===== src/source/loader_ctrl_pkg.sv =====
// Download control: index codes, load kinds, injection states and settle time
package loader_ctrl_pkg;

    // ==============================
    // Host download index codes
    // ==============================
    localparam logic [7:0] IDX_ROM     = 8'h00;
    localparam logic [7:0] IDX_PRG     = 8'h01;
    localparam logic [7:0] IDX_PRG_ALT = 8'h41;
    localparam logic [7:0] IDX_TAP     = 8'h81;

    typedef enum logic [1:0] {
        LOAD_NONE,
        LOAD_ROM,
        LOAD_PRG,
        LOAD_TAP
    } load_kind_e;

    // Pointer injection sequencer
    typedef enum logic [1:0] {
        INJ_IDLE,
        INJ_WRITE,
        INJ_GAP,
        INJ_SETTLE
    } inject_state_e;

    // Cycles between last pointer write and the reset decision
    localparam int INJECT_SETTLE_CYCLES = 16;

endpackage


===== src/source/loader_map_pkg.sv =====
// Memory map: address widths, load bases, ROM regions, internal bus ranges, BASIC pointers
package loader_map_pkg;

    // ==============================
    // Address widths
    // ==============================
    localparam int ADDR_W       = 23;
    localparam int CPU_ADDR_W   = 16;
    localparam int IOCTL_ADDR_W = 25;

    // ==============================
    // Load bases and limits
    // ==============================
    localparam logic [ADDR_W-1:0]     TAP_MEM_START   = 23'h020000;
    localparam logic [CPU_ADDR_W-1:0] PRG_NOHDR_START = 16'hA000;
    localparam logic [CPU_ADDR_W-1:0] PRG_LIMIT       = 16'hBFFF;

    // ROM image regions in external memory
    localparam logic [ADDR_W-1:0] KERNAL_BASE        = 23'h00E000;
    localparam logic [ADDR_W-1:0] NTSC_KERNAL_OFFSET = 23'h010000;
    localparam logic [ADDR_W-1:0] BASIC_BASE         = 23'h00C000;

    // Character ROM lives behind the memory-setup bus
    localparam logic [CPU_ADDR_W-1:0] CHAR_BASE = 16'h8000;

    // Machine ranges written over the memory-setup bus, not external memory
    localparam int INTERNAL_REGIONS = 3;
    localparam logic [0:INTERNAL_REGIONS-1][CPU_ADDR_W-1:0] INTERNAL_LO =
        {16'h0000, 16'h1000, 16'h9400};
    localparam logic [0:INTERNAL_REGIONS-1][CPU_ADDR_W-1:0] INTERNAL_HI =
        {16'h03FF, 16'h1FFF, 16'h97FF};

    // Zero-page BASIC pointers patched after a program load
    localparam int BASIC_PTR_COUNT = 8;
    localparam logic [0:BASIC_PTR_COUNT-1][CPU_ADDR_W-1:0] BASIC_PTR_ADDRS =
        {16'h002D, 16'h002E, 16'h002F, 16'h0030, 16'h0031, 16'h0032, 16'h00AE, 16'h00AF};

endpackage


===== src/source/load_classifier.sv =====
// Download classifier: index decode into a load kind and end-of-PRG pulse
`timescale 1ns/1ps

module load_classifier (
    input  logic                       clk_sys,
    input  logic                       reset,
    input  logic                       ioctl_download_i,
    input  logic [7:0]                 ioctl_index_i,
    output loader_ctrl_pkg::load_kind_e load_kind_o,
    output logic                       prg_end_o
);

    loader_ctrl_pkg::load_kind_e kind_next;

    // Unknown indexes load nothing
    always_comb begin
        kind_next = loader_ctrl_pkg::LOAD_NONE;
        if (ioctl_download_i) begin
            case (ioctl_index_i)
                loader_ctrl_pkg::IDX_ROM:     kind_next = loader_ctrl_pkg::LOAD_ROM;
                loader_ctrl_pkg::IDX_PRG:     kind_next = loader_ctrl_pkg::LOAD_PRG;
                loader_ctrl_pkg::IDX_PRG_ALT: kind_next = loader_ctrl_pkg::LOAD_PRG;
                loader_ctrl_pkg::IDX_TAP:     kind_next = loader_ctrl_pkg::LOAD_TAP;
                default:                      kind_next = loader_ctrl_pkg::LOAD_NONE;
            endcase
        end
    end

    always_ff @(posedge clk_sys) begin
        if (reset) begin
            load_kind_o <= loader_ctrl_pkg::LOAD_NONE;
            prg_end_o   <= 1'b0;
        end else begin
            load_kind_o <= kind_next;
            // Registered kind still says PRG in the cycle download drops
            prg_end_o   <= (load_kind_o == loader_ctrl_pkg::LOAD_PRG) && !ioctl_download_i;
        end
    end

endmodule


===== src/source/media_loader.sv =====
// Media loader top: classifier, PRG tracker, pointer injector and target mapper
`timescale 1ns/1ps

module media_loader (
    input  logic                                    clk_sys,
    input  logic                                    reset,
    input  logic                                    ioctl_download_i,
    input  logic [7:0]                              ioctl_index_i,
    input  logic                                    ioctl_wr_i,
    input  logic [loader_map_pkg::IOCTL_ADDR_W-1:0] ioctl_addr_i,
    input  logic [7:0]                              ioctl_dout_i,
    input  logic                                    no_header_i,
    output logic                                    mem_we_o,
    output logic [loader_map_pkg::ADDR_W-1:0]       mem_addr_o,
    output logic [7:0]                              mem_data_o,
    output logic                                    conf_wr_o,
    output logic [loader_map_pkg::CPU_ADDR_W-1:0]   conf_addr_o,
    output logic [7:0]                              conf_data_o,
    output logic                                    force_reset_o
);

    loader_ctrl_pkg::load_kind_e           load_kind;
    logic                                  prg_end;
    logic                                  prg_wr;
    logic [loader_map_pkg::CPU_ADDR_W-1:0] prg_addr;
    logic [7:0]                            prg_data;
    logic                                  auto_reset;
    logic                                  inj_wr;
    logic [loader_map_pkg::CPU_ADDR_W-1:0] inj_addr;
    logic [7:0]                            inj_data;

    load_classifier u_classifier (
        .clk_sys          (clk_sys),
        .reset            (reset),
        .ioctl_download_i (ioctl_download_i),
        .ioctl_index_i    (ioctl_index_i),
        .load_kind_o      (load_kind),
        .prg_end_o        (prg_end)
    );

    prg_address_tracker u_prg_tracker (
        .clk_sys      (clk_sys),
        .reset        (reset),
        .load_kind_i  (load_kind),
        .ioctl_wr_i   (ioctl_wr_i),
        .ioctl_addr_i (ioctl_addr_i),
        .ioctl_dout_i (ioctl_dout_i),
        .no_header_i  (no_header_i),
        .prg_wr_o     (prg_wr),
        .prg_addr_o   (prg_addr),
        .prg_data_o   (prg_data),
        .auto_reset_o (auto_reset)
    );

    // Final PRG address feeds the BASIC end pointers
    pointer_injector u_injector (
        .clk_sys       (clk_sys),
        .reset         (reset),
        .start_i       (prg_end),
        .prg_addr_i    (prg_addr),
        .auto_reset_i  (auto_reset),
        .inj_wr_o      (inj_wr),
        .inj_addr_o    (inj_addr),
        .inj_data_o    (inj_data),
        .force_reset_o (force_reset_o)
    );

    target_mapper u_mapper (
        .clk_sys      (clk_sys),
        .reset        (reset),
        .load_kind_i  (load_kind),
        .ioctl_wr_i   (ioctl_wr_i),
        .ioctl_addr_i (ioctl_addr_i),
        .ioctl_dout_i (ioctl_dout_i),
        .prg_wr_i     (prg_wr),
        .prg_addr_i   (prg_addr),
        .prg_data_i   (prg_data),
        .inj_wr_i     (inj_wr),
        .inj_addr_i   (inj_addr),
        .inj_data_i   (inj_data),
        .mem_we_o     (mem_we_o),
        .mem_addr_o   (mem_addr_o),
        .mem_data_o   (mem_data_o),
        .conf_wr_o    (conf_wr_o),
        .conf_addr_o  (conf_addr_o),
        .conf_data_o  (conf_data_o)
    );

endmodule


===== src/source/pointer_injector.sv =====
// BASIC pointer injector: eight end-address writes, settle wait, forced reset
`timescale 1ns/1ps

module pointer_injector (
    input  logic                                  clk_sys,
    input  logic                                  reset,
    input  logic                                  start_i,
    input  logic [loader_map_pkg::CPU_ADDR_W-1:0] prg_addr_i,
    input  logic                                  auto_reset_i,
    output logic                                  inj_wr_o,
    output logic [loader_map_pkg::CPU_ADDR_W-1:0] inj_addr_o,
    output logic [7:0]                            inj_data_o,
    output logic                                  force_reset_o
);

    loader_ctrl_pkg::inject_state_e state;
    logic [2:0]                     step;
    logic [4:0]                     settle_cnt;

    // ==============================
    // Sequencer
    // ==============================
    always_ff @(posedge clk_sys) begin
        if (reset) begin
            state         <= loader_ctrl_pkg::INJ_IDLE;
            step          <= '0;
            settle_cnt    <= '0;
            inj_wr_o      <= 1'b0;
            force_reset_o <= 1'b0;
        end else begin
            inj_wr_o      <= 1'b0;
            force_reset_o <= 1'b0;
            case (state)
                loader_ctrl_pkg::INJ_IDLE: begin
                    step <= '0;
                    if (start_i) begin
                        state <= loader_ctrl_pkg::INJ_WRITE;
                    end
                end
                loader_ctrl_pkg::INJ_WRITE: begin
                    inj_wr_o <= 1'b1;
                    state    <= loader_ctrl_pkg::INJ_GAP;
                end
                loader_ctrl_pkg::INJ_GAP: begin
                    if (step == 3'(loader_map_pkg::BASIC_PTR_COUNT - 1)) begin
                        settle_cnt <= '0;
                        state      <= loader_ctrl_pkg::INJ_SETTLE;
                    end else begin
                        step  <= step + 3'd1;
                        state <= loader_ctrl_pkg::INJ_WRITE;
                    end
                end
                loader_ctrl_pkg::INJ_SETTLE: begin
                    settle_cnt <= settle_cnt + 5'd1;
                    if (settle_cnt == 5'(loader_ctrl_pkg::INJECT_SETTLE_CYCLES - 1)) begin
                        // Only cartridges loaded at $A000 restart the machine
                        force_reset_o <= auto_reset_i;
                        state         <= loader_ctrl_pkg::INJ_IDLE;
                    end
                end
                default: state <= loader_ctrl_pkg::INJ_IDLE;
            endcase
        end
    end

    // Even steps carry the low byte, odd steps the high byte
    always_ff @(posedge clk_sys) begin
        if (state == loader_ctrl_pkg::INJ_WRITE) begin
            inj_addr_o <= loader_map_pkg::BASIC_PTR_ADDRS[step];
            inj_data_o <= step[0] ? prg_addr_i[15:8] : prg_addr_i[7:0];
        end
    end

    // A new PRG end must not arrive while a sequence is still running
    assert property (@(posedge clk_sys) disable iff (reset)
        start_i |-> (state == loader_ctrl_pkg::INJ_IDLE));

endmodule


===== src/source/prg_address_tracker.sv =====
// PRG load address tracker: header parse, address walk, cartridge auto-reset flag
`timescale 1ns/1ps

module prg_address_tracker (
    input  logic                                  clk_sys,
    input  logic                                  reset,
    input  loader_ctrl_pkg::load_kind_e           load_kind_i,
    input  logic                                  ioctl_wr_i,
    input  logic [loader_map_pkg::IOCTL_ADDR_W-1:0] ioctl_addr_i,
    input  logic [7:0]                            ioctl_dout_i,
    input  logic                                  no_header_i,
    output logic                                  prg_wr_o,
    output logic [loader_map_pkg::CPU_ADDR_W-1:0] prg_addr_o,
    output logic [7:0]                            prg_data_o,
    output logic                                  auto_reset_o
);

    logic                                  prg_strobe;
    logic                                  first_byte;
    logic                                  byte_wr;
    logic                                  cart_hit;
    logic [loader_map_pkg::CPU_ADDR_W-1:0] addr_next;
    logic [loader_map_pkg::CPU_ADDR_W-1:0] addr_step;

    assign prg_strobe = ioctl_wr_i && (load_kind_i == loader_ctrl_pkg::LOAD_PRG);
    assign first_byte = (ioctl_addr_i == '0);

    // Address stops rising at the top of the cartridge window
    assign addr_step = (prg_addr_o < loader_map_pkg::PRG_LIMIT) ? prg_addr_o + 16'd1
                                                                 : prg_addr_o;

    // Target of the current byte, or the header byte being collected
    always_comb begin
        addr_next = addr_step;
        byte_wr   = 1'b1;
        if (no_header_i) begin
            if (first_byte) begin
                addr_next = loader_map_pkg::PRG_NOHDR_START;
            end
        end else if (first_byte) begin
            addr_next = {prg_addr_o[15:8], ioctl_dout_i};
            byte_wr   = 1'b0;
        end else if (ioctl_addr_i == 1) begin
            addr_next = {ioctl_dout_i, prg_addr_o[7:0]};
            byte_wr   = 1'b0;
        end else if (ioctl_addr_i == 2) begin
            // First data byte lands on the header address itself
            addr_next = prg_addr_o;
        end
    end

    assign cart_hit = byte_wr && (addr_next == loader_map_pkg::PRG_NOHDR_START);

    always_ff @(posedge clk_sys) begin
        if (reset) begin
            prg_wr_o     <= 1'b0;
            prg_addr_o   <= '0;
            auto_reset_o <= 1'b0;
        end else begin
            prg_wr_o <= prg_strobe && byte_wr;
            if (prg_strobe) begin
                prg_addr_o <= addr_next;
                if (first_byte) begin
                    auto_reset_o <= cart_hit;
                end else if (cart_hit) begin
                    auto_reset_o <= 1'b1;
                end
            end
        end
    end

    always_ff @(posedge clk_sys) begin
        if (prg_strobe) begin
            prg_data_o <= ioctl_dout_i;
        end
    end

    // No-header loads never run past the cartridge window
    assert property (@(posedge clk_sys) disable iff (reset)
        (prg_strobe && no_header_i) |=> (prg_addr_o <= loader_map_pkg::PRG_LIMIT));

endmodule


===== src/source/target_mapper.sv =====
// Target mapper: ROM/TAP/PRG/pointer bytes to external memory or setup bus
`timescale 1ns/1ps

module target_mapper (
    input  logic                                    clk_sys,
    input  logic                                    reset,
    input  loader_ctrl_pkg::load_kind_e             load_kind_i,
    input  logic                                    ioctl_wr_i,
    input  logic [loader_map_pkg::IOCTL_ADDR_W-1:0] ioctl_addr_i,
    input  logic [7:0]                              ioctl_dout_i,
    input  logic                                    prg_wr_i,
    input  logic [loader_map_pkg::CPU_ADDR_W-1:0]   prg_addr_i,
    input  logic [7:0]                              prg_data_i,
    input  logic                                    inj_wr_i,
    input  logic [loader_map_pkg::CPU_ADDR_W-1:0]   inj_addr_i,
    input  logic [7:0]                              inj_data_i,
    output logic                                    mem_we_o,
    output logic [loader_map_pkg::ADDR_W-1:0]       mem_addr_o,
    output logic [7:0]                              mem_data_o,
    output logic                                    conf_wr_o,
    output logic [loader_map_pkg::CPU_ADDR_W-1:0]   conf_addr_o,
    output logic [7:0]                              conf_data_o
);

    logic                                  ext_we;
    logic                                  int_we;
    logic                                  tap_strobe;
    logic [loader_map_pkg::ADDR_W-1:0]     ext_addr;
    logic [loader_map_pkg::ADDR_W-1:0]     tap_addr;
    logic [loader_map_pkg::ADDR_W-1:0]     tap_next;
    logic [loader_map_pkg::ADDR_W-1:0]     rom_low;
    logic [loader_map_pkg::CPU_ADDR_W-1:0] int_addr;
    logic [7:0]                            wr_data;

    function automatic logic in_internal(input logic [loader_map_pkg::CPU_ADDR_W-1:0] a);
        logic hit;
        hit = 1'b0;
        for (int i = 0; i < loader_map_pkg::INTERNAL_REGIONS; i++) begin
            if (a >= loader_map_pkg::INTERNAL_LO[i] && a <= loader_map_pkg::INTERNAL_HI[i]) begin
                hit = 1'b1;
            end
        end
        return hit;
    endfunction

    assign tap_strobe = ioctl_wr_i && (load_kind_i == loader_ctrl_pkg::LOAD_TAP);
    assign tap_next   = (ioctl_addr_i == '0) ? loader_map_pkg::TAP_MEM_START : tap_addr + 1'b1;
    assign rom_low    = {{(loader_map_pkg::ADDR_W - 13){1'b0}}, ioctl_addr_i[12:0]};

    // ==============================
    // Write routing
    // ==============================
    always_comb begin
        ext_we   = 1'b0;
        int_we   = 1'b0;
        ext_addr = '0;
        int_addr = '0;
        wr_data  = ioctl_dout_i;
        if (inj_wr_i) begin
            int_we   = 1'b1;
            int_addr = inj_addr_i;
            wr_data  = inj_data_i;
        end else if (prg_wr_i) begin
            wr_data = prg_data_i;
            if (in_internal(prg_addr_i)) begin
                int_we   = 1'b1;
                int_addr = prg_addr_i;
            end else begin
                ext_we   = 1'b1;
                ext_addr = {{(loader_map_pkg::ADDR_W - loader_map_pkg::CPU_ADDR_W){1'b0}},
                            prg_addr_i};
            end
        end else if (tap_strobe) begin
            ext_we   = 1'b1;
            ext_addr = tap_next;
        end else if (ioctl_wr_i && load_kind_i == loader_ctrl_pkg::LOAD_ROM) begin
            // Drive ROM and unmapped regions fall through and are dropped
            case (ioctl_addr_i[15:13])
                3'b010: begin
                    ext_we   = 1'b1;
                    ext_addr = loader_map_pkg::KERNAL_BASE | rom_low;
                end
                3'b011: begin
                    ext_we   = 1'b1;
                    ext_addr = (loader_map_pkg::KERNAL_BASE | loader_map_pkg::NTSC_KERNAL_OFFSET)
                               | rom_low;
                end
                3'b100: begin
                    ext_we   = 1'b1;
                    ext_addr = loader_map_pkg::BASIC_BASE | rom_low;
                end
                3'b101: begin
                    int_we   = 1'b1;
                    int_addr = loader_map_pkg::CHAR_BASE | {4'b0000, ioctl_addr_i[11:0]};
                end
                default: ;
            endcase
        end
    end

    always_ff @(posedge clk_sys) begin
        if (reset) begin
            mem_we_o  <= 1'b0;
            conf_wr_o <= 1'b0;
            tap_addr  <= loader_map_pkg::TAP_MEM_START;
        end else begin
            mem_we_o  <= ext_we;
            conf_wr_o <= int_we;
            if (tap_strobe) begin
                tap_addr <= tap_next;
            end
        end
    end

    always_ff @(posedge clk_sys) begin
        mem_addr_o  <= ext_addr;
        mem_data_o  <= wr_data;
        conf_addr_o <= int_addr;
        conf_data_o <= wr_data;
    end

    // Injected bytes win the routing, so no PRG or download byte may arrive alongside one
    assert property (@(posedge clk_sys) disable iff (reset)
        !(inj_wr_i && (prg_wr_i || ioctl_wr_i)));

endmodule


===== config.mk =====
export PLATFORM = sky130hd
export DESIGN_NAME = media_loader
export DESIGN_NICKNAME = d
export VERILOG_FILES = /design/src/source/loader_ctrl_pkg.sv /design/src/source/loader_map_pkg.sv /design/src/source/load_classifier.sv /design/src/source/media_loader.sv /design/src/source/pointer_injector.sv /design/src/source/prg_address_tracker.sv /design/src/source/target_mapper.sv
export SDC_FILE = /design/constraint.sdc
export NUM_CORES = 1
export LEC_CHECK = 0
export ABC_CLOCK_PERIOD_IN_PS = 3200
export BUFFER_PORTS_ARGS = -buffer_cell sky130_fd_sc_hd__buf_2
export CAP_MARGIN = 15
export CORE_UTILIZATION = 57
export DETAILED_ROUTE_END_ITERATION = 8
export HOLD_SLACK_MARGIN = 0.02
export MAX_ROUTING_LAYER = met4
export PLACE_DENSITY_LB_ADDON = 0.15
export SLEW_MARGIN = 0
export SYNTH_ARGS = -nofsm -noshare
export SYNTH_HDL_FRONTEND = slang
export SYNTH_SLANG_ARGS = --single-unit
export TNS_END_PERCENT = 50

===== constraint.sdc =====
create_clock -name clk_sys -period 3.2 [get_ports clk_sys]
set_input_delay 0.64 -clock clk_sys [delete_from_list [all_inputs] [get_ports clk_sys]]
set_output_delay 0.64 -clock clk_sys [all_outputs]
set_load 0.005 [all_outputs]

* Word-level counts from Yosys, hierarchy flattened
Memory sizes are Yosys's and may differ from the RTL's. A register that Yosys moved wholly into a read port is not among the register bits.
Cells that the tools add are included.
** Word-level totals
- Bits in read-only memories :: 128
- RAM bits :: 0
- Bits of input ports :: 46
- Logic and storage cells :: 133
- Bits in latches :: 0
- Flip-flop bits (word level) :: 121
- Memories kept :: 1
** Memory list
- (no name shown) :: words 8, width 16, rd ports 1, clocked after Yosys merged registers in 1, wr ports 0, line pointer_injector.sv:69 : inj_addr_o <= loader_map_pkg::BASIC_PTR_ADDRS[step];
** Cells by class
- Reduce and logical (&&, ||, !) cells :: 25
- Order comparisons :: 7
- Add/subtract/negate cells :: 4
- Multiplexer cells :: 52
- Equal/unequal tests :: 22
- Divide/modulo/power cells :: 0
- Shift-type cells :: 0
- Bitwise gates (word level) :: 4
- $mul :: 0
** Operators with widths (count)
- $mux W16 :: 13
- $mux W23 :: 4
- $pmux W17 S3 :: 1
- $eq A25 B1 Y1 const B :: 1
- $eq A25 B2 Y1 const B :: 1
- $logic_not A25 Y1 :: 1
- $mux W8 :: 3
- $add A23 B1 Y23 const B :: 1
- $mux W1 :: 22
- $add A16 B1 Y16 const B :: 1
- $eq A16 B16 Y1 const B :: 1
- $ge A16 B1 Y1 const B :: 1
- $ge A16 B13 Y1 const B :: 1
- $ge A16 B16 Y1 const B :: 1
- $le A16 B10 Y1 const B :: 1
- $le A16 B13 Y1 const B :: 1
- $le A16 B16 Y1 const B :: 1
- $lt A16 B16 Y1 const B :: 1
- $pmux W5 S2 :: 1
- $eq A3 B3 Y1 const B :: 3
- $logic_and A1 B1 Y1 :: 9
- $eq A2 B2 Y1 const B :: 4
- $eq A8 B1 Y1 const B :: 1
- $eq A8 B7 Y1 const B :: 1
- other kinds (23) :: 39

* Logic depth before layout (Yosys ltp)
Gate-level depths: netlist of run 1.
- Word-level depth :: 10
- Mapped depth :: 10

* Hierarchy
From an unflattened synthesis of run 1, not the netlist that was laid out.
** Second synthesis, totals
- Cells, all modules :: 761
- Area total of the unflattened synthesis :: 6772.7 um^2
** By module, submodules not included
- target_mapper :: area an instance 3626.0 um^2, cells an instance 429, times used 1, sequential area each 1441.4 um^2
- prg_address_tracker :: area an instance 1853.0 um^2, cells an instance 221, times used 1, sequential area each 600.6 um^2
- pointer_injector :: area an instance 1174.9 um^2, cells an instance 101, times used 1, sequential area each 630.6 um^2
- load_classifier :: area an instance 118.9 um^2, cells an instance 10, times used 1, sequential area each 60.1 um^2

* Least setup slack after synthesis of run 1
OpenSTA, ideal clock, no wires.
- Path type :: input to register
- From :: input ioctl_addr_i[7] (netlist bit)
- To :: register u_prg_tracker.auto_reset_o
- Arrival time :: 2451 ps
- Slack :: 664 ps
- Cell stages on the path :: 7
- Library setup time :: 84 ps
- Cells stage by stage :: or4_4 nor3_4 a221oi_1 nor3b_2 o31ai_1 or4_4 o31ai_2
** On the way
- Word-level cells in the longest chain between the ends :: 9
** RTL lines
- start: declaration :: line media_loader.sv:10 : input logic [loader_map_pkg::IOCTL_ADDR_W-1:0] ioctl_addr_i,
- $eq A25 B2 Y1 :: line prg_address_tracker.sv:46 : end else if (ioctl_addr_i == 2) begin
- $mux W16 :: line prg_address_tracker.sv:46
- $mux W16 :: line prg_address_tracker.sv:43 : end else if (ioctl_addr_i == 1) begin
- $mux W16 :: line prg_address_tracker.sv:40 : end else if (first_byte) begin
- $mux W16 :: line prg_address_tracker.sv:36 : if (no_header_i) begin
- $eq A16 B16 Y1 :: line prg_address_tracker.sv:52 : assign cart_hit = byte_wr && (addr_next == loader_map_pkg::PRG_NOHDR_START);
- $logic_and A1 B1 Y1 :: line prg_address_tracker.sv:52
- $reduce_bool A2 Y1 (no line)
- $reduce_and A2 Y1 (no line)
- end signal: assignment :: line prg_address_tracker.sv:64 : auto_reset_o <= cart_hit;
- end: declaration :: line prg_address_tracker.sv:15 : output logic auto_reset_o
Several ways; a longest one is shown, not always the timed one.
A chain may end at the register's enable or synchronous reset.

* Worst setup path in the final report of run 1
- From :: register u_prg_tracker.prg_addr_o[0] (netlist bit)
- To :: register u_prg_tracker.auto_reset_o
** On the way
- Word-level cells in the longest chain between the ends :: 10
** RTL lines
- start: declaration :: line prg_address_tracker.sv:13 : output logic [loader_map_pkg::CPU_ADDR_W-1:0] prg_addr_o,
- start signal: assignment :: line prg_address_tracker.sv:62 : prg_addr_o <= addr_next;
- $add A16 B1 Y16 or $lt A16 B16 Y1 (tied branches) :: line prg_address_tracker.sv:29 : assign addr_step = (prg_addr_o < loader_map_pkg::PRG_LIMIT) ? prg_addr_o + 16'd1
- $mux W16 :: line prg_address_tracker.sv:29
- $mux W16 :: line prg_address_tracker.sv:46
- $mux W16 :: line prg_address_tracker.sv:43
- $mux W16 :: line prg_address_tracker.sv:40
- $mux W16 * :: line prg_address_tracker.sv:36
- $eq A16 B16 Y1 * :: line prg_address_tracker.sv:52
- $logic_and A1 B1 Y1 * :: line prg_address_tracker.sv:52
- $reduce_bool A2 Y1 (no line)
- $reduce_and A2 Y1 (no line)
Every way passes the cells marked *; elsewhere a longest branch is shown, timed or not.

==> results of run 1 <==
-- worst reg2reg max path, delay by kind of cell, from the launching register on --
family	cells	cell delay, ns
compound gates	4	0.98
fa+ha+maj	1	0.33
flops	1	0.47
simple gates	3	1.18
-- logic make-up (layout without fill, tap and decap cells) --
logic type | Yosys count | after routing | share of synthesized area, %
other | 1 | 2 | 0.0570
flip-flops | 126 | 126 | 41.6
XOR/XNOR | 26 | 26 | 3.46
AO/OA/AOI/OAI | 213 | 213 | 20.8
AND/OR/NAND/NOR | 299 | 299 | 24.0
adder cells (fa/ha/maj) | 10 | 10 | 1.86
multiplexers | 18 | 18 | 2.85
buffers and inverters | 84 | 183 | 5.44
-- final timing paths --
check | start | endpoint | cells after the start
min | ioctl_download_i | u_classifier.prg_end_o | 2
max | u_prg_tracker.prg_addr_o[0] | u_prg_tracker.auto_reset_o | 8
max reg2reg | u_prg_tracker.prg_addr_o[0] | u_prg_tracker.auto_reset_o | 8
min reg2reg | u_injector.inj_data_o[3] | u_mapper.mem_data_o[3] | 2
-- sequential cells by signal, indices dropped and copies added, names as in the netlist --
register,cells
u_mapper.mem_addr_o,23
u_mapper.mem_we_o,1
u_classifier.load_kind_o,2
u_injector.step,3
u_mapper.tap_addr,23
u_injector.inj_addr_o,5
u_mapper.mem_data_o,8
u_injector.inj_data_o,8
u_mapper.conf_addr_o,16
u_prg_tracker.prg_addr_o,16
u_injector.state,2
u_injector.settle_cnt,5
u_mapper.conf_wr_o,1
u_injector.force_reset_o,1
u_classifier.prg_end_o,1
u_prg_tracker.auto_reset_o,1
u_prg_tracker.prg_wr_o,1
u_prg_tracker.prg_data_o,8
u_injector.inj_wr_o,1
-- cell usage after synthesis, types with 8 or more instances --
master	number	area share, %
nor3_1	13	0.99
nor4_1	12	1.1
clkbuf_1	45	2.6
o22ai_1	8	0.76
nand3_1	25	1.9
nand2b_1	12	1.1
xnor2_1	19	2.5
nand4_1	16	1.5
and3_1	18	1.7
o21ai_0	56	4.3
dfxtp_1	105	32
buf_4	9	1.0
a31oi_1	9	0.86
a22oi_1	17	1.9
mux2i_1	12	1.8
a21oi_1	57	4.3
edfxtp_1	21	9.6
a221oi_1	12	1.6
inv_1	19	1.1
nor2_1	70	4.0
ha_1	9	1.7
nand2_1	79	4.5
-- cell type report --
type                            count  area [sq um]
Clock buffer                       22           464
Multi-Input combinational cell    568          3490
Inverter                           20          75.1
Sequential cell                   126          2730
Timing Repair Buffer              133           741
Tap cell                          140           175
Fill cell                         862          3260
Clock inverter                      8          92.6
-- per-stage QoR --
| step | hold slack, ns | std cells | util, % | setup slack (ns) | area (sq um) |
|---|---|---|---|---|---|
| 3_5_place_dp | 0.433 | 987 | 65.4 | 0.230 | 7210 |
| 4_1_cts | 0.393 | 1017 | 70.4 | 0.244 | 7770 |
| 2_1_floorplan | 0.418 | 778 | - | 0.664 | 6580 |
| 6_report | 0.398 | 1017 | 70.5 | 0.171 | 7770 |
| 3_3_place_gp | 0.426 | 987 | 65.4 | 0.273 | 7210 |
| 5_1_grt | 0.404 | 1017 | 70.5 | 0.0186 | 7770 |
-- power breakdown --
group | internal (uW) | switching [uW]
logic | 48.0 | 82.8
clock network | 1170 | 654
registers | 1620 | 3.31
-- per-layer routing --
metal / up-vias / track usage (%) / wire [microns] / share of wire (%)
li1: 3005 / - / - / -
met1: 3111 / 48.9 / 8880 / 41
met2: 434 / 59.5 / 9930 / 46
met3: 54 / 7.41 / 2070 / 9.6
met4: 0 / 17.5 / 714 / 3.3
met5: - / - / 0 / 0
==> summary.txt, run 1 <==
Pwr
  • Pwr Total: 3570 uW
  • Power Density: 460 nW/um^2
  • Pleak: 0.00293 uW
  • VDD IR max: 421 uV

Timing
  • Fmax: 0.330 GHz
  • Final Hold Vio Count: 0
  • Period utilization: 94.7%
  • Final setup viols: 0
  • Slew of the pin with the lowest slew margin: 0.942 ns
  • Post-route minimum period: 3.03 ns
  • Slew Viols, Final: 0
  • Unrepaired setup endpoints after global routing: false
  • Slew headroom: 37.1%
  • Skew final: 0.0108 ns
  • Setup TNS: 0 ns

Final layout
  • Area growth syn-to-layout: 18.2%
  • Final #Nets: 921
  • Leading cell type in the layout, fill and taps excluded: dfxtp_1
  • Layout cells sized above 1: 21.4%
  • Most frequent cells in the layout: dfxtp_1 (105), buf_2 (103), nand2_1 (79), nor2_1 (70), a21oi_1 (57)
  • Inserted Diodes: 0

Setup path
  • Required time worst endpoint: 3.55 ns
  • Worst path cell trace: ha_1 > nand4_1 > nor3_4 > a41oi_1 > o31ai_1 > o211ai_1 > or4_4 > o31ai_2
  • Buf/Inv on CP: 0
  • Family with the most delay on the worst path: simple AND/OR/NAND/NOR gates
  • Worst Setup Path Type: reg -> reg
  • Slowest stage delay, CP: 0.47 ns
  • Worst path slowest cell: dfxtp_1
  • Arrival time at the worst endpoint: 3.38 ns
  • Element type at the critical path end: flop
  • Startpoint Class: flop
  • Critical Path Fanout Max: 6
  • Flop2flop setup slack: 0.17 ns

Floorplan
  • Cell row count: 38
  • Initial core utilization: 59.6%
  • Die span in y: 109 microns
  • Core ar.: 11000 sq um
  • # IOs: 104
  • DIE AREA: 12000 sq um
  • Die X: 109 microns

Yosys
  • Syn Area/Cell: 8.46 sq um
  • Synth Instances: 777
  • Post-synthesis async set-or-reset flop share: 0%
  • Synth Register Bits: 126
  • Synth cell types: 77
  • Post-synth EDFFs: 21
  • Yosys warnings: 0
  • Most used DFF post-synth: dfxtp_1
  • Post-synthesis sequential area ratio: 41.6%
  • Cell Area, Synth: 6580 sq um

Flow run
  • Max-cap violations: 0

Global route
  • Largest net degree at the start of global routing: 52
  • Antenna violations before repair: 0
  • Grt total ovfl: 0
  • Global-route wire length before repair: 33100 microns
  • Vias in the first global route: 6081
  • GRT Overall Usage: 38.5%

Route
  • Vias per inst: 6.49
  • WL/cell: 21.2 microns
  • WL final: 21600 microns
  • Drt pass-1 iters: 6
  • Vias: 6604
  • DR iter-0 viols: 709
  • DRC viols: 0
  • Post-route ant nets: 0

Worst hold path
  • Min-delay worst type: in -> reg

Clock network
  • Post_cts resized: 0
  • Worst-path clk slew: 0.06 ns
  • Clock insertion delay at the later pin of the skew report: 0.43 ns
  • Clk buf depth: 2
  • CTS Hold Bufs: 0
  • TritonCTS Sinks: 126
  • Root buffer cell: clkbuf_16
  • CTS Buf Count: 17
  • Post-CTS setup buffer count: 0
  • Htree depth: 4
  • CTS tree: built

Place
  • Final HPWL from detailed placement: 15500 microns
  • Port bufs: 103
  • GP Congestion: 1.01

Status
  • Status: finished, final reports clean
Power figures use the tool's default switching activity.
==> inputs of run 2 (changes only) <==
--- a/config.mk
+++ b/config.mk
@@ -5,6 +5,7 @@
 export SDC_FILE = /design/constraint.sdc
 export NUM_CORES = 1
 export LEC_CHECK = 0
+export ABC_AREA = 1
 export ABC_CLOCK_PERIOD_IN_PS = 3200
 export BUFFER_PORTS_ARGS = -buffer_cell sky130_fd_sc_hd__buf_2
 export CAP_MARGIN = 15
==> run 2 against run 1 <==
Effect of this change:
- hold slack gained 0.011 ns
- critical endpoint unchanged
- first-iteration DRC count grew 15%
- non-clock buffer count shrank 19
- sequential share of layout area grew 0.10 points
- largest cell class unchanged
==> summary.txt, run 2 <==
Final layout
  • Layout cells sized above 1: 20.8%
  • Inserted Diodes: 0
  • Area growth syn-to-layout: 17.9%
  • Fill cells: 933
  • Non-Filler Instances: 1146
  • Final #Nets: 1048
  • Fin util: 70.3%
  • Leading cell type in the layout, fill and taps excluded: nand2_1
  • Top flop regs: u_mapper.mem_addr_o: 23 flops, u_mapper.tap_addr: 23 flops
  • Most frequent cells in the layout: nand2_1 (217), dfxtp_1 (105), buf_2 (103), inv_1 (90), nor2_1 (86)

Floorplan
  • Core ar.: 11000 sq um
  • DIE AREA: 12000 sq um
  • # IOs: 104
  • Die X: 109 microns
  • Initial core utilization: 59.6%
  • Cell row count: 38
  • Die span in y: 109 microns

Timing
  • Period utilization: 75.4%
  • Fmax: 0.415 GHz
  • Slew headroom: 50.2%
  • Final setup viols: 0
  • Final Hold Vio Count: 0
  • Slew of the pin with the lowest slew margin: 0.744 ns
  • Setup TNS: 0 ns
  • Slew Viols, Final: 0
  • Unrepaired setup endpoints after global routing: false
  • Post-route minimum period: 2.41 ns
  • WHS: 0.409 ns
  • Skew final: 0.00696 ns

Clock network
  • CTS Buf Count: 17
  • Root buffer cell: clkbuf_16
  • Post-CTS setup buffer count: 0
  • CTS Hold Bufs: 0
  • CTS tree: built
  • Clock insertion delay at the later pin of the skew report: 0.42 ns
  • Clk buf depth: 2
  • TritonCTS Sinks: 126
  • Htree depth: 4
  • Post_cts resized: 0
  • Worst-path clk slew: 0.05 ns

Setup path
  • Required time worst endpoint: 3.56 ns
  • Family with the most delay on the worst path: simple AND/OR/NAND/NOR gates
  • Buf/Inv on CP: 1
  • Critical Path Most Common Cell: nand2_1
  • Slowest stage delay, CP: 0.45 ns
  • CP startpoint: u_prg_tracker.prg_addr_o[0]
  • Worst Setup Path Type: reg -> reg
  • Worst path slowest cell: nor2_2
  • Reg-to-reg startpoint: u_prg_tracker.prg_addr_o[0]
  • Arrival time at the worst endpoint: 2.77 ns
  • Critical Path Fanout Max: 12
  • Worst R2R End: u_prg_tracker.auto_reset_o
  • Element type at the critical path end: flop
  • Reg2reg path depth: 14
  • Flop2flop setup slack: 0.79 ns
  • Startpoint Class: flop
  • Worst path cell trace: ha_1 > nand3_1 > inv_1 > nand2_4 > nor2_4 > nor2_2 > nand2_1 > nand2_1 > nand4_1 > nor2_1 > nand2_1 > nor2_1 > nand3_1 > nand2_1

Pwr
  • P_int: 2910 uW
  • Pleak: 0.00348 uW
  • Power Density: 473 nW/um^2
  • VDD IR max: 417 uV
  • Pwr Total: 3670 uW
  • Sequential fraction of design power: 44.2%
  • Sw frac: 20.8%
  • NetSw: 761 uW
  • Clock network power share: 52.8%
  • Combinational power share: 3.0%

Route
  • DRC viols: 0
  • Vias per inst: 5.62
  • Vias: 6440
  • Drt pass-1 iters: 6
  • Post-route ant nets: 0
  • WL final: 18700 microns
  • WL/cell: 16.3 microns
  • DR iter-0 viols: 814

Place
  • Placed cells: 1114
  • Port bufs: 103
  • Final HPWL from detailed placement: 13400 microns
  • GP Congestion: 1.00

Yosys
  • Synth Instances: 901
  • Synth Register Bits: 126
  • Synth cell types: 49
  • Leading cell types by total area after synthesis: dfxtp_1 (32%), nand2_1 (12%), edfxtp_1 (9.6%)
  • Post-synthesis sequential area ratio: 41.5%
  • Post-synthesis async set-or-reset flop share: 0%
  • Commonest cells post-synth: nand2_1 (217), dfxtp_1 (105), inv_1 (90)
  • Yosys warnings: 0
  • Post-synth EDFFs: 21
  • Top-count cell post-synth: nand2_1
  • Most used DFF post-synth: dfxtp_1
  • Cell Area, Synth: 6580 sq um
  • Syn Area/Cell: 7.30 sq um
  • Yosys top cell by area: dfxtp_1
  • Yosys top cell area share: 32.0%

Global route
  • Global-route wire length before repair: 29600 microns
  • Vias in the first global route: 5752
  • Largest net degree at the start of global routing: 39
  • Grt total ovfl: 0
  • Antenna violations before repair: 0
  • GRT Overall Usage: 33.9%

Worst hold path
  • Hold path start: ioctl_download_i
  • Worst Hold End: u_classifier.prg_end_o
  • Min-delay worst type: in -> reg
  • Worst hold stages: 2

Flow run
  • Max-cap violations: 0

Status
  • Status: finished, final reports clean
==> run 2: routing by layer <==
metal / routed length (microns) / global-route usage (%) / part of all wire (%)
met1: 8110 / 45.0 / 43
met2: 8490 / 52.0 / 45
met3: 1680 / 5.99 / 9.0
met4: 382 / 11.9 / 2.0
met5: 0 / - / 0
==> run 2: how the worst max path moves through the flow <==
| stage | end | slack, ns | cells past startpoint |
|---|---|---|---|
| after floorplan | u_prg_tracker.auto_reset_o | 1.20 | 16 |
| after global placement | u_prg_tracker.auto_reset_o | 0.47 | 14 |
| after detailed placement | u_mapper.mem_addr_o[11] | 0.51 | 11 |
| after CTS | u_prg_tracker.auto_reset_o | 0.84 | 14 |
| after global routing | u_prg_tracker.auto_reset_o | 0.59 | 17 |
| final | u_prg_tracker.auto_reset_o | 0.79 | 14 |
==> run 2: worst reg2reg max path, cell delays in order, from the launching register on <==
cell	delay, ns
dfxtp_1	0.33
ha_1	0.23
nand3_1	0.13
inv_1	0.12
nand2_4	0.13
nor2_4	0.06
nor2_2	0.45
nand2_1	0.16
nand2_1	0.11
nand4_1	0.07
nor2_1	0.17
nand2_1	0.09
nor2_1	0.12
nand3_1	0.11
nand2_1	0.08
==> run 2: metrics by stage <==
stage | instance area (sq um) | worst slack [ns]
3_5_place_dp | 7150 | 0.506
4_1_cts | 7750 | 0.844
5_1_grt | 7750 | 0.591
6_report | 7750 | 0.788
2_1_floorplan | 6580 | 1.20
3_3_place_gp | 7150 | 0.472
==> run 2: power by group through the flow <==
stage | logic (uW) | clock network, uW | registers (uW)
floorplan | 50.5 | 0 | 1650
detailed placement | 109 | 0 | 1650
finish | 111 | 1940 | 1620
global route | 123 | 2020 | 1620
CTS | 109 | 1950 | 1620
global placement | 108 | 0 | 1650
==> run 2: cell type report <==
class | count | area, sq um | share of cell area, %
clock buffer | 23 | 498 | 6.42
clock inverter | 9 | 105 | 1.36
inverter | 95 | 357 | 4.60
multi-input combinational | 639 | 3290 | 42.4
sequential | 126 | 2730 | 35.2
tap | 140 | 175 | 2.26
timing repair buffer | 114 | 598 | 7.71
==> run 2: logic make-up after synthesis <==
kind of cell    share of synthesized area, %
fa+ha+maj                               1.71
buf+inv                                 8.62
simple gates                            31.1
other cells                           0.0570
flops                                   41.5
compound gates                          15.9
xor+xnor                                1.07
==> inputs of run 3 (changes only) <==
--- a/config.mk
+++ b/config.mk
@@ -6,10 +6,10 @@
 export NUM_CORES = 1
 export LEC_CHECK = 0
 export ABC_AREA = 1
-export ABC_CLOCK_PERIOD_IN_PS = 3200
+export ABC_CLOCK_PERIOD_IN_PS = 2200
 export BUFFER_PORTS_ARGS = -buffer_cell sky130_fd_sc_hd__buf_2
 export CAP_MARGIN = 15
-export CORE_UTILIZATION = 57
+export CORE_UTILIZATION = 52
 export DETAILED_ROUTE_END_ITERATION = 8
 export HOLD_SLACK_MARGIN = 0.02
 export MAX_ROUTING_LAYER = met4
==> constraint.sdc (replaced) <==
create_clock -name clk_sys -period 2.2 [get_ports clk_sys]
set_input_delay 0.44 -clock clk_sys [delete_from_list [all_inputs] [get_ports clk_sys]]
set_output_delay 0.44 -clock clk_sys [all_outputs]
set_load 0.005 [all_outputs]
==> run 3 against run 2 <==
Effect of this change:
- fmax rose by 15%
- cell count up 6.1%
- count of clock-buffer cells in the layout grew 1
- largest power group unchanged
==> summary.txt, run 3 (synthesis results as in run 2) <==
Route
  • WL final: 19200 microns
  • WL/cell: 15.8 microns
  • Post-route ant nets: 0
  • Vias per inst: 5.44
  • Vias: 6612
  • DR iter-0 viols: 714
  • Drt pass-1 iters: 6
  • DRC viols: 0

Timing
  • Slew Viols, Final: 0
  • Slew of the pin with the lowest slew margin: 0.511 ns
  • Period utilization: 95.4%
  • Unrepaired setup endpoints after global routing: true
  • Skew final: 0.00789 ns
  • Final Hold Vio Count: 0
  • Slew headroom: 65.9%
  • Post-route minimum period: 2.10 ns
  • WHS: 0.182 ns
  • Final setup viols: 0
  • Fmax: 0.476 GHz

Setup path
  • Capture point of the critical path: u_prg_tracker.auto_reset_o
  • Slowest stage delay, CP: 0.34 ns
  • Buf/Inv on CP: 2
  • Worst path slowest cell: dfxtp_1
  • Family with the most delay on the worst path: simple AND/OR/NAND/NOR gates
  • Worst Setup Path Type: reg -> reg
  • CP Depth: 16
  • Critical Path Fanout Max: 5
  • Critical Path Most Common Cell: nand2_1
  • Worst R2R End: u_prg_tracker.auto_reset_o
  • Startpoint Class: flop
  • Element type at the critical path end: flop
  • Reg2reg path depth: 16
  • Worst path cell trace: ha_2 > nand3_2 > inv_2 > nand2_4 > o21ai_4 > buf_4 > nor2_1 > nand2_1 > nand2_1 > nand3_1 > nand2_1 > nor2_1 > nand2_1 > nor2_1 > nand3_1 > nand2_1
  • CP startpoint: u_prg_tracker.prg_addr_o[1]
  • Reg-to-reg startpoint: u_prg_tracker.prg_addr_o[1]
  • Flop2flop setup slack: 0.10 ns
  • Arrival time at the worst endpoint: 2.47 ns
  • Required time worst endpoint: 2.57 ns

Place
  • Final HPWL from detailed placement: 14500 microns
  • Placed cells: 1183
  • GP Congestion: 1.01
  • Port bufs: 103

Final layout
  • Area growth syn-to-layout: 24.1%
  • Inserted Diodes: 0
  • Final #Nets: 1090
  • Layout cells sized above 1: 24.6%
  • Top flop regs: u_mapper.mem_addr_o: 23 flops, u_mapper.tap_addr: 23 flops
  • Storage cell area: 2740 sq um
  • Most frequent cells in the layout: nand2_1 (217), buf_2 (103), dfxtp_1 (103), inv_1 (89)
  • Fill cells: 1064
  • Area of the multi-input gates: 3330 sq um
  • Non-Filler Instances: 1216
  • Fin util: 67.1%
  • Leading cell type in the layout, fill and taps excluded: nand2_1

Global route
  • Grt total ovfl: 0
  • Vias in the first global route: 5898
  • Global-route wire length before repair: 30000 microns
  • Largest net degree at the start of global routing: 39
  • GRT Overall Usage: 31.3%
  • Antenna violations before repair: 0

Pwr
  • Clock network power share: 53.1%
  • P_int: 4240 uW
  • Sw frac: 21.2%
  • Pwr Total: 5380 uW
  • Pleak: 0.00368 uW
  • VDD IR max: 507 uV
  • Combinational power share: 3.2%
  • Power Density: 659 nW/um^2
  • NetSw: 1140 uW
  • Sequential fraction of design power: 43.7%

Floorplan
  • DIE AREA: 13100 sq um
  • Die span in y: 114 microns
  • # IOs: 104
  • Initial core utilization: 54.1%
  • Cell row count: 40
  • Die X: 114 microns
  • Core ar.: 12200 sq um

Clock network
  • Htree depth: 4
  • Root buffer cell: clkbuf_16
  • Clk buf depth: 2
  • CTS Buf Count: 17
  • CTS tree: built
  • Worst-path clk slew: 0.06 ns
  • Clock insertion delay at the later pin of the skew report: 0.43 ns
  • CTS Hold Bufs: 0
  • TritonCTS Sinks: 126

Status
  • Status: finished, final reports clean

Flow run
  • Max-cap violations: 0

Worst hold path
  • Min-delay worst type: in -> reg
-- run 3: changes by cell type in the layout (fill, tap and decap cells not counted), sizes merged --
| cell | before | now |
|---|---|---|
| buf | 114 | 156 |
| clkbuf | 23 | 24 |
| clkinv | 4 | 3 |
| clkinvlp | 2 | 1 |
| inv | 96 | 97 |
-- run 3: power groups by stage --
| stage | combinational (uW) | clock, uW | sequential [uW] |
|---|---|---|---|
| final | 171 | 2860 | 2350 |
| after global routing | 189 | 2970 | 2350 |
| after CTS | 168 | 2870 | 2350 |
| after detailed placement | 168 | 0 | 2400 |
| after global placement | 166 | 0 | 2400 |
| after floorplan | 73.5 | 0 | 2410 |
-- run 3: worst reg2reg max path, cell delays in order, from the launching register on --
cell and delay [ns]:
dfxtp_1 0.34, ha_2 0.22, nand3_2 0.12, inv_2 0.11
nand2_4 0.08, o21ai_4 0.21, buf_4 0.17, nor2_1 0.05
nand2_1 0.07, nand2_1 0.04, nand3_1 0.06, nand2_1 0.06
nor2_1 0.16, nand2_1 0.07, nor2_1 0.11, nand3_1 0.09
nand2_1 0.07
-- run 3: cell type report --
| type | count | share of cell area (%) |
|---|---|---|
| Clock buffer | 24 | 6.16 |
| Clock inverter | 8 | 1.21 |
| Inverter | 95 | 4.37 |
| Multi-Input combinational cell | 639 | 40.8 |
| Sequential cell | 126 | 33.5 |
| Tap cell | 168 | 2.57 |
| Timing Repair Buffer | 156 | 11.3 |
-- run 3: routing by layer --
layer,GRT usage [%],wire length (microns),vias to the layer above
li1,-,-,3254
met1,42.1,8670,3001
met4,12.1,495,0
met2,46.0,8440,316
met5,-,0,-
met3,6.56,1560,41
-- run 3: how the worst min path moves through the flow --
| stage | slack (ns) | from | end | cells past startpoint |
|---|---|---|---|---|
| after global routing | 0.19 | ioctl_download_i | u_classifier.prg_end_o | 2 |
| after detailed placement | 0.45 | u_classifier.load_kind_o[0] | u_classifier.prg_end_o | 1 |
| after global placement | 0.46 | u_classifier.load_kind_o[0] | u_classifier.prg_end_o | 1 |
| after CTS | 0.17 | ioctl_download_i | u_classifier.prg_end_o | 2 |
| after floorplan | 0.42 | u_classifier.load_kind_o[0] | u_classifier.prg_end_o | 1 |
| final | 0.18 | ioctl_download_i | u_classifier.prg_end_o | 2 |
-- run 3: per-stage QoR --
stage	setup TNS (ns)	worst slack (ns)	instance area, sq um
final	0	0.101	8160
after global routing	-0.0704	-0.0518	8160
after CTS	0	0.0623	8110
after detailed placement	-0.0194	-0.0194	7500
after global placement	-0.0384	-0.0384	7500
after floorplan	0	0.402	6580
-- run 3: what timing repair did --
item / in CTS / in global routing
gates resized for setup: 1 / 12
setup endpoints to repair: 1 / 14
pin swaps: 0 / 5
gates cloned: 0 / 0
buffers inserted: 0 / 1
